===== src/pcs257_macros.svh =====
`ifndef PCS257_MACROS_SVH
`define PCS257_MACROS_SVH

// Width of one 64b frame
`define FRAME_W 64

// Transcoded block: 1 header bit plus four frames
`define TC_W 257

// Data character, one byte per lane
`define DATA_CHAR 8'hAA

// Control character, seven bits per lane
`define CTRL_CHAR 7'h1E

// Blocks held by the buffer, power of two
`define FIFO_DEPTH 8

// Width of every statistics counter
`define CNT_W 32

// Expected frame contents
`define DATA_FRAME {8{`DATA_CHAR}}
`define CTRL_FRAME {8'h00, {8{`CTRL_CHAR}}}

// Bits dropped from the first control frame
`define CTRL_DROP_W 4

`endif

===== src/pcs257_pkg.sv =====
`include "pcs257_macros.svh"

package pcs257_pkg;

    // Full 257b transcoded block, bit 0 is the header
    typedef logic [`TC_W-1:0] tc_block_t;

    // One 64b frame
    typedef logic [`FRAME_W-1:0] frame_t;

    // Per-frame kind flags, 1 means data
    typedef logic [3:0] frame_kinds_t;

    // Statistics counter
    typedef logic [`CNT_W-1:0] cnt_t;

    // Checker FSM
    // Idle waits for a block, fetch waits for FIFO read data,
    // judge applies the verdict to the counters
    typedef enum logic [1:0] {
        st_idle  = 2'd0,
        st_fetch = 2'd1,
        st_judge = 2'd2
    } chk_state_t;

endpackage


===== src/tc_check_top.sv =====
module tc_check_top (
    input  logic                     clk,
    input  logic                     i_rst,
    input  logic                     i_blk_strobe,
    input  logic                     i_all_data,
    input  pcs257_pkg::frame_kinds_t i_frame_kinds,
    input  logic                     i_corrupt,
    input  logic                     i_hold,
    output pcs257_pkg::cnt_t         o_block_count,
    output pcs257_pkg::cnt_t         o_data_count,
    output pcs257_pkg::cnt_t         o_ctrl_count,
    output pcs257_pkg::cnt_t         o_inv_block_count,
    output pcs257_pkg::cnt_t         o_drop_count,
    output logic                     o_full
);

    import pcs257_pkg::*;

    // Assembler to FIFO
    logic      wr_en;
    tc_block_t wr_block;

    // FIFO to checker
    logic      rd_en;
    logic      empty;
    tc_block_t rd_block;

    // Producer
    tc_block_assembler u_assembler (
        .clk           (clk),
        .i_rst         (i_rst),
        .i_blk_strobe  (i_blk_strobe),
        .i_all_data    (i_all_data),
        .i_frame_kinds (i_frame_kinds),
        .i_corrupt     (i_corrupt),
        .o_wr_en       (wr_en),
        .o_wr_block    (wr_block)
    );

    // Block buffer, drops writes while full
    tc_block_fifo u_fifo (
        .clk          (clk),
        .i_rst        (i_rst),
        .i_wr_en      (wr_en),
        .i_wr_block   (wr_block),
        .i_rd_en      (rd_en),
        .o_rd_block   (rd_block),
        .o_empty      (empty),
        .o_full       (o_full),
        .o_drop_count (o_drop_count)
    );

    // Consumer with statistics
    tc_block_checker u_checker (
        .clk               (clk),
        .i_rst             (i_rst),
        .i_hold            (i_hold),
        .i_empty           (empty),
        .i_rd_block        (rd_block),
        .o_rd_en           (rd_en),
        .o_block_count     (o_block_count),
        .o_data_count      (o_data_count),
        .o_ctrl_count      (o_ctrl_count),
        .o_inv_block_count (o_inv_block_count)
    );

endmodule


===== src/tc_block_checker.sv =====
`include "pcs257_macros.svh"

module tc_block_checker (
    input  logic                  clk,
    input  logic                  i_rst,
    input  logic                  i_hold,
    input  logic                  i_empty,
    input  pcs257_pkg::tc_block_t i_rd_block,
    output logic                  o_rd_en,
    output pcs257_pkg::cnt_t      o_block_count,
    output pcs257_pkg::cnt_t      o_data_count,
    output pcs257_pkg::cnt_t      o_ctrl_count,
    output pcs257_pkg::cnt_t      o_inv_block_count
);

    import pcs257_pkg::*;

    chk_state_t state;
    chk_state_t state_next;

    // Kind flags of a control header
    frame_kinds_t kinds;

    // Expected pattern of the frame under test
    frame_t expect_frame;

    // Current bit position while walking the frames
    int offset;

    // Still looking for the compressed control frame
    logic first_ctrl;

    // Verdict on the block presented by the FIFO
    logic inv_flag;

    // Verdict sampled in fetch, applied in judge
    logic is_data_q;
    logic inv_q;

    // Pull one block when something is waiting and no hold
    assign o_rd_en = (state == st_idle) && !i_empty && !i_hold;

    always_comb begin
        state_next = state;
        case (state)
            st_idle: begin
                if (o_rd_en) begin
                    state_next = st_fetch;
                end
            end
            st_fetch: state_next = st_judge;
            st_judge: state_next = st_idle;
            default:  state_next = st_idle;
        endcase
    end

    always_ff @(posedge clk or posedge i_rst) begin
        if (i_rst) begin
            state <= st_idle;
        end else begin
            state <= state_next;
        end
    end

    // Block classification
    always_comb begin
        kinds        = i_rd_block[4:1];
        inv_flag     = 1'b0;
        first_ctrl   = 1'b1;
        expect_frame = '0;
        offset       = 1;

        if (i_rd_block[0]) begin
            // All data, four plain frames after the header
            for (int i = 0; i < $bits(frame_kinds_t); i++) begin
                if (i_rd_block[1 + `FRAME_W*i +: `FRAME_W] != `DATA_FRAME) begin
                    inv_flag = 1'b1;
                end
            end
        end else if (&kinds) begin
            // Control header without a single control frame
            inv_flag = 1'b1;
        end else begin
            // Frames start after the four kind flags
            offset = 5;
            for (int i = 0; i < $bits(frame_kinds_t); i++) begin
                expect_frame = kinds[i] ? `DATA_FRAME : `CTRL_FRAME;
                if (!kinds[i] && first_ctrl) begin
                    // Compressed frame, 60 bits only
                    if (i_rd_block[offset +: `FRAME_W-`CTRL_DROP_W] !=
                        expect_frame[`FRAME_W-`CTRL_DROP_W-1:0]) begin
                        inv_flag = 1'b1;
                    end
                    offset     = offset + `FRAME_W - `CTRL_DROP_W;
                    first_ctrl = 1'b0;
                end else begin
                    if (i_rd_block[offset +: `FRAME_W] != expect_frame) begin
                        inv_flag = 1'b1;
                    end
                    offset = offset + `FRAME_W;
                end
            end
        end
    end

    // FIFO data is valid in fetch
    always_ff @(posedge clk) begin
        if (state == st_fetch) begin
            is_data_q <= i_rd_block[0];
            inv_q     <= inv_flag;
        end
    end

    // Statistics, one update per block in judge
    always_ff @(posedge clk or posedge i_rst) begin
        if (i_rst) begin
            o_block_count     <= '0;
            o_data_count      <= '0;
            o_ctrl_count      <= '0;
            o_inv_block_count <= '0;
        end else if (state == st_judge) begin
            o_block_count <= o_block_count + 1'b1;
            if (is_data_q) begin
                o_data_count <= o_data_count + 1'b1;
            end else begin
                o_ctrl_count <= o_ctrl_count + 1'b1;
            end
            if (inv_q) begin
                o_inv_block_count <= o_inv_block_count + 1'b1;
            end
        end
    end

endmodule


===== src/tc_block_fifo.sv =====
`include "pcs257_macros.svh"

module tc_block_fifo #(
    parameter int DEPTH = `FIFO_DEPTH
) (
    input  logic                  clk,
    input  logic                  i_rst,
    input  logic                  i_wr_en,
    input  pcs257_pkg::tc_block_t i_wr_block,
    input  logic                  i_rd_en,
    output pcs257_pkg::tc_block_t o_rd_block,
    output logic                  o_empty,
    output logic                  o_full,
    output pcs257_pkg::cnt_t      o_drop_count
);

    import pcs257_pkg::*;

    localparam int AW = $clog2(DEPTH);

    // Block storage
    tc_block_t mem [DEPTH];

    // Pointers with an extra wrap bit on top
    logic [AW:0] wr_ptr;
    logic [AW:0] rd_ptr;

    logic do_write;
    logic do_read;

    // Same index, same lap means empty
    assign o_empty = (wr_ptr == rd_ptr);

    // Same index, different lap means full
    assign o_full = (wr_ptr[AW] != rd_ptr[AW]) &&
                    (wr_ptr[AW-1:0] == rd_ptr[AW-1:0]);

    // Writes while full are discarded
    assign do_write = i_wr_en && !o_full;
    assign do_read  = i_rd_en && !o_empty;

    always_ff @(posedge clk or posedge i_rst) begin
        if (i_rst) begin
            wr_ptr       <= '0;
            rd_ptr       <= '0;
            o_drop_count <= '0;
        end else begin
            if (do_write) begin
                wr_ptr <= wr_ptr + 1'b1;
            end
            if (do_read) begin
                rd_ptr <= rd_ptr + 1'b1;
            end
            // Count every block lost to a full buffer
            if (i_wr_en && o_full) begin
                o_drop_count <= o_drop_count + 1'b1;
            end
        end
    end

    // Storage write
    always_ff @(posedge clk) begin
        if (do_write) begin
            mem[wr_ptr[AW-1:0]] <= i_wr_block;
        end
    end

    // Registered head block, valid the cycle after the read
    always_ff @(posedge clk) begin
        if (do_read) begin
            o_rd_block <= mem[rd_ptr[AW-1:0]];
        end
    end

endmodule


===== src/tc_block_assembler.sv =====
`include "pcs257_macros.svh"

module tc_block_assembler (
    input  logic                     clk,
    input  logic                     i_rst,
    input  logic                     i_blk_strobe,
    input  logic                     i_all_data,
    input  pcs257_pkg::frame_kinds_t i_frame_kinds,
    input  logic                     i_corrupt,
    output logic                     o_wr_en,
    output pcs257_pkg::tc_block_t    o_wr_block
);

    import pcs257_pkg::*;

    // Effective kind of each frame, all data when the header is 1
    frame_kinds_t frame_kinds;

    // Pattern of the frame being placed
    frame_t frame;

    // Four spare bits on top so that an all-flags-set control header
    // can still be laid out before truncation
    logic [`TC_W+3:0] blk_wide;

    // Next free bit position in the block
    int offset;

    // Still looking for the first control frame
    logic first_ctrl;

    tc_block_t blk_next;

    always_comb begin
        frame_kinds = i_all_data ? 4'hF : i_frame_kinds;
        blk_wide    = '0;
        first_ctrl  = 1'b1;
        frame       = '0;

        // Header bit
        blk_wide[0] = i_all_data;

        // Control header carries the kind flags in bits 1..4
        if (i_all_data) begin
            offset = 1;
        end else begin
            blk_wide[4:1] = i_frame_kinds;
            offset        = 5;
        end

        for (int i = 0; i < $bits(frame_kinds_t); i++) begin
            frame = frame_kinds[i] ? `DATA_FRAME : `CTRL_FRAME;

            // Damage the low byte of frame 0 on request
            if (i == 0 && i_corrupt) begin
                frame[7:0] = ~frame[7:0];
            end

            if (!frame_kinds[i] && first_ctrl) begin
                // First control frame loses its top bits,
                // later frames move down to close the gap
                blk_wide[offset +: `FRAME_W-`CTRL_DROP_W] =
                    frame[`FRAME_W-`CTRL_DROP_W-1:0];
                offset     = offset + `FRAME_W - `CTRL_DROP_W;
                first_ctrl = 1'b0;
            end else begin
                blk_wide[offset +: `FRAME_W] = frame;
                offset = offset + `FRAME_W;
            end
        end

        // Only the all-flags-set case spills above bit 256
        blk_next = blk_wide[`TC_W-1:0];
    end

    // Write strobe, one cycle after the request
    always_ff @(posedge clk or posedge i_rst) begin
        if (i_rst) begin
            o_wr_en <= 1'b0;
        end else begin
            o_wr_en <= i_blk_strobe;
        end
    end

    // Block payload, valid together with the write strobe
    always_ff @(posedge clk) begin
        if (i_blk_strobe) begin
            o_wr_block <= blk_next;
        end
    end

endmodule


===== config.mk =====
export PLATFORM = sky130hd
export DESIGN_NAME = tc_check_top
export DESIGN_NICKNAME = d
export VERILOG_FILES = /design/src/pcs257_pkg.sv /design/src/tc_check_top.sv /design/src/tc_block_checker.sv /design/src/tc_block_fifo.sv /design/src/tc_block_assembler.sv
export VERILOG_INCLUDE_DIRS = /design/src
export SDC_FILE = /design/constraint.sdc
export NUM_CORES = 2
export LEC_CHECK = 0
export ABC_AREA = 0
export BUFFER_PORTS_ARGS = -buffer_cell sky130_fd_sc_hd__clkbuf_2
export CORE_UTILIZATION = 30
export CTS_CLUSTER_DIAMETER = 60
export DETAILED_ROUTE_END_ITERATION = 7
export GPL_ROUTABILITY_DRIVEN = 0
export SLEW_MARGIN = 15
export SYNTH_ARGS = -nofsm -noshare
export SYNTH_HDL_FRONTEND = slang
export SYNTH_SLANG_ARGS = --single-unit

===== constraint.sdc =====
create_clock -name clk -period 25.1 [get_ports clk]
set_clock_uncertainty 0.15 [all_clocks]
set_input_delay 5.02 -clock clk [delete_from_list [all_inputs] [get_ports clk]]
set_output_delay 5.02 -clock clk [all_outputs]
set_load 0.005 [all_outputs]

==> results.md <==
- MaxCap Viol Count: 0
- Initial DRC count: 3674
- Post-Synth XOR/XNOR Area: 0.0179
- WL final: 182000 um
- Initial Util: 0.302
- Core area: about 270000 um^2
- Req. time, crit path: around 20000 ps
- Power Dens Cells: 112 nW/um^2
- Worst Setup Start Kind: flip-flop
- Syn Area/Cell: 20.9 um^2
- Worst relative slew slack: 0.152
- Fraction of layout cells with a size suffix above 1: 0.263
- Hold_buf cts: 0
- Buf/Inv on CP: 2
- Adder-Cell Fraction of Synth Area: 0.00167
- Die ar.: 278000 um^2
- # H-tree levels: 4
- CTS clk-pin slew, worst paths: about 60 ps
- Via/cell ratio: approximately 4.9
- R2R Path End: u_fifo.mem[2][125]$_DFFE_PP_
- Maximum clock rate: ~120 MHz
- Initial antenna violation count: 6
- Routed Antenna Nets: 0
- Clk buf depth: 3
- Post-synth cell types: 72
- Simple-gate share of the synthesized area: 0.0418
- Primary FF master, synth: edfxtp_1
- Endpoints failing setup: 0
- Synthesized flop and latch total: roughly 2200
- Critical setup path kind: reg2out
- Cells after Synth: ~4000
- Asr flop ratio synth: 0.0787
- Worst reg2reg setup slack: approximately 20000 ps
- Drt wl/cell: between 20 and 25 um
- Synthesis-to-layout area growth: 15.1%
- Ys Warns: 0
- Die H: between 500 and 600 um
- Worst-Skew Late Latency: between 800 and 900 ps
- Crit path largest cell delay: 860 ps
- TNS Setup: 0 ps
- CP arrival: between 2000 and 3000 ps
- Tmin final: 8070 ps
- Synth area leaders: edfxtp_1 73%, mux4_2 11%, dfrtp_1 5.2%
- Worst vdd ir: between 0.09 and 0.1 mV
- Fin crit share: 0.321
- Routed vias: a little under 40000
- Seq/Total Area, Yosys: 0.779
- CTS resizes: 0
- Setup repair bufs after CTS: 0
- Residual DRC: 0
- Hold crit path type: reg2reg
- RSZ-0062 raised after global routing: no
- First-pass GRT wire length: approximately 270000 um
- Synth Cell Area: approximately 83000 um^2
- Peak fanout along the critical path: between 40 and 50
- Pleak: a little over 30 nW
- Synth Area in Compound Gates: 0.0117
- Clock Sinks: approximately 2200
- Largest net degree at the start of global routing: approximately 150
- Post-synth top area cell: edfxtp_1
- CTS tree: built
- Hold slack: approximately 320 ps
- Wl on met1: roughly 80000 um
- Status: complete, no violations
- Fin worst setup slack: between 15000 and 20000 ps
- Antenna cells: 0
- Slew Viols, Final: 0
- R2r startpoint: u_fifo.rd_ptr[1]$_DFFE_PP0P_
- Yosys top cell area share: 0.727
- Floorplan row count: approximately 190
- EDFF count, synth: around 2000
- Gr ovfl total: 0
- Root Buffer: clkbuf_16
- Worst Hold Depth: 1
- Die width: 527 um
- Met3 wire length: 10700 um
- Largest family of logic cells by synthesized area: multiplexers
- Multi-input gate area: between 15000 and 20000 um^2
- HPWL Detailed: between 90000 and 100000 um
- Synth cell count leaders: 2002 x edfxtp_1, 401 x mux4_2, 206 x mux2_2
- R2R cell count: 8
- Top delay family on crit path: flip-flops
- Hold Crit Endpoint: u_checker.o_ctrl_count[31]$_DFFE_PP0P_
- Vias in the first global route: about 40000
- Io pins: ~170
- Final Hold Viols: 0
- Final-stage net count: 4293
- Crit end category: output pin
- # fillers: around 25000
- IO buf count: 170
- Pre-CTS WS: 16990 ps
- Worst Max-Slew Pin Slew: around 1300 ps
- Drt first pass iters: 6
- Cts bufs inserted: around 220
- Hold path startpoint: u_checker.o_ctrl_count[31]$_DFFE_PP0P_
- GR Util All Layers: 0.129
- Register area: about 64000 um^2
- Post-synthesis mux area share: 0.138
- Count leader, synth: edfxtp_1
- CP cell instances: xor2_1 -> or4_1 -> inv_2 -> clkbuf_2
- Final Core Density: 0.347
- Met2 Wirelength: between 80000 and 90000 um
- Slowest-stage cell, CP: dfrtp_4
- Top Metal Used: met4
[worst register-to-register path, delay by kind of cell (launching register included)]
family | cells | cell delay (ps)
simple gates | 4 | 1060
xor+xnor | 1 | 240
flops | 1 | 860
buf+inv | 3 | 2320
[routing by layer]
| metal | global-route usage | vias to the layer above |
|---|---|---|
| met5 | 0 | - |
| met4 | 0.0344 | 0 |
| met3 | 0.0228 | 262 |
| met2 | 0.212 | 1198 |
| met1 | 0.175 | 20900 |
| li1 | - | 16800 |
[flip-flops by register name (all words and copies together) (netlist names)]
name and cells:
u_fifo.rd_ptr 4, u_fifo.wr_ptr 4, u_checker.o_data_count 32, u_checker.inv_q 1, u_checker.is_data_q 1, u_fifo.mem 1600
u_checker.o_inv_block_count 32, u_checker.state 2, u_fifo.o_rd_block 200, u_assembler.o_wr_en 1, u_assembler.o_wr_block 200, u_fifo.o_drop_count 32
u_checker.o_block_count 32, u_checker.o_ctrl_count 32
[layout by cell type (no fill, tap or decap), drive strengths merged, types with 10 or more instances in the layout]
cell type	synthesis	final
a21oi	30	30
nand3	74	74
nor4b	15	15
inv	43	52
ha	11	11
nor3	43	43
o21a	10	10
edfxtp	2002	2002
o21ai	40	40
nand2b	17	17
nor4bb	22	22
nor2b	10	10
bufinv	0	18
mux4	401	401
xor2	45	45
nor3b	13	13
a31oi	10	10
dfrtp	171	171
conb	2	31
buf	55	60
and2	10	10
nand4b	17	17
nand2	136	136
clkinv	0	113
nand3b	12	12
mux2	207	207
nand4	43	43
and3	29	29
xnor2	124	124
clkbuf	114	430
nor4	26	26
nor2	134	134
and4	10	10
o31ai	20	20
[cell families after synthesis]
family,count (synthesis)
flip-flops,2173
AND/OR/NAND/NOR,635
multiplexers,613
buffers and inverters,212
XOR/XNOR,169
AO/OA/AOI/OAI,149
adder cells (fa/ha/maj),11
other,2
[final cells by class]
type                       count  share of cell area
sequential                  2173               0.677
multi-input combinational   1608               0.186
clock buffer                 261              0.0592
tap                         3589              0.0472
timing repair buffer         229              0.0150
clock inverter               144              0.0141
inverter                      43             0.00175
[stage by stage]
step                instance area [um^2]  power [mW]  cells
global placement                   88100        7.60   7642
finish                             95100        10.7   8047
detailed placement                 88100        7.63   7642
global route                       95100        11.1   8047
floorplan                          82800        6.91   3993
CTS                                95100        10.8   8047
[power by group]
group	leakage [nW]	internal, mW	switching, mW
logic	6.71	1.07	1.31
clock network	3.41	1.79	1.36
registers	20.7	4.76	0.373
[worst max-delay path by stage]
stage | startpoint | to | slack, ps | depth (start not counted)
5_1_grt | u_fifo.rd_ptr[0]$_DFFE_PP0P_ | o_full | 16850 | 4
6_report | u_fifo.rd_ptr[1]$_DFFE_PP0P_ | o_full | 17030 | 4
3_3_place_gp | i_all_data | u_assembler.o_wr_block[133]$_DFFE_PP_ | 16910 | 7
4_1_cts | u_fifo.rd_ptr[1]$_DFFE_PP0P_ | o_full | 16920 | 4
2_1_floorplan | i_hold | u_fifo.rd_ptr[1]$_DFFE_PP0P_ | 6420 | 2
3_5_place_dp | i_all_data | u_assembler.o_wr_block[133]$_DFFE_PP_ | 16990 | 7
Note: power is estimated with default switching activity, not from simulation.
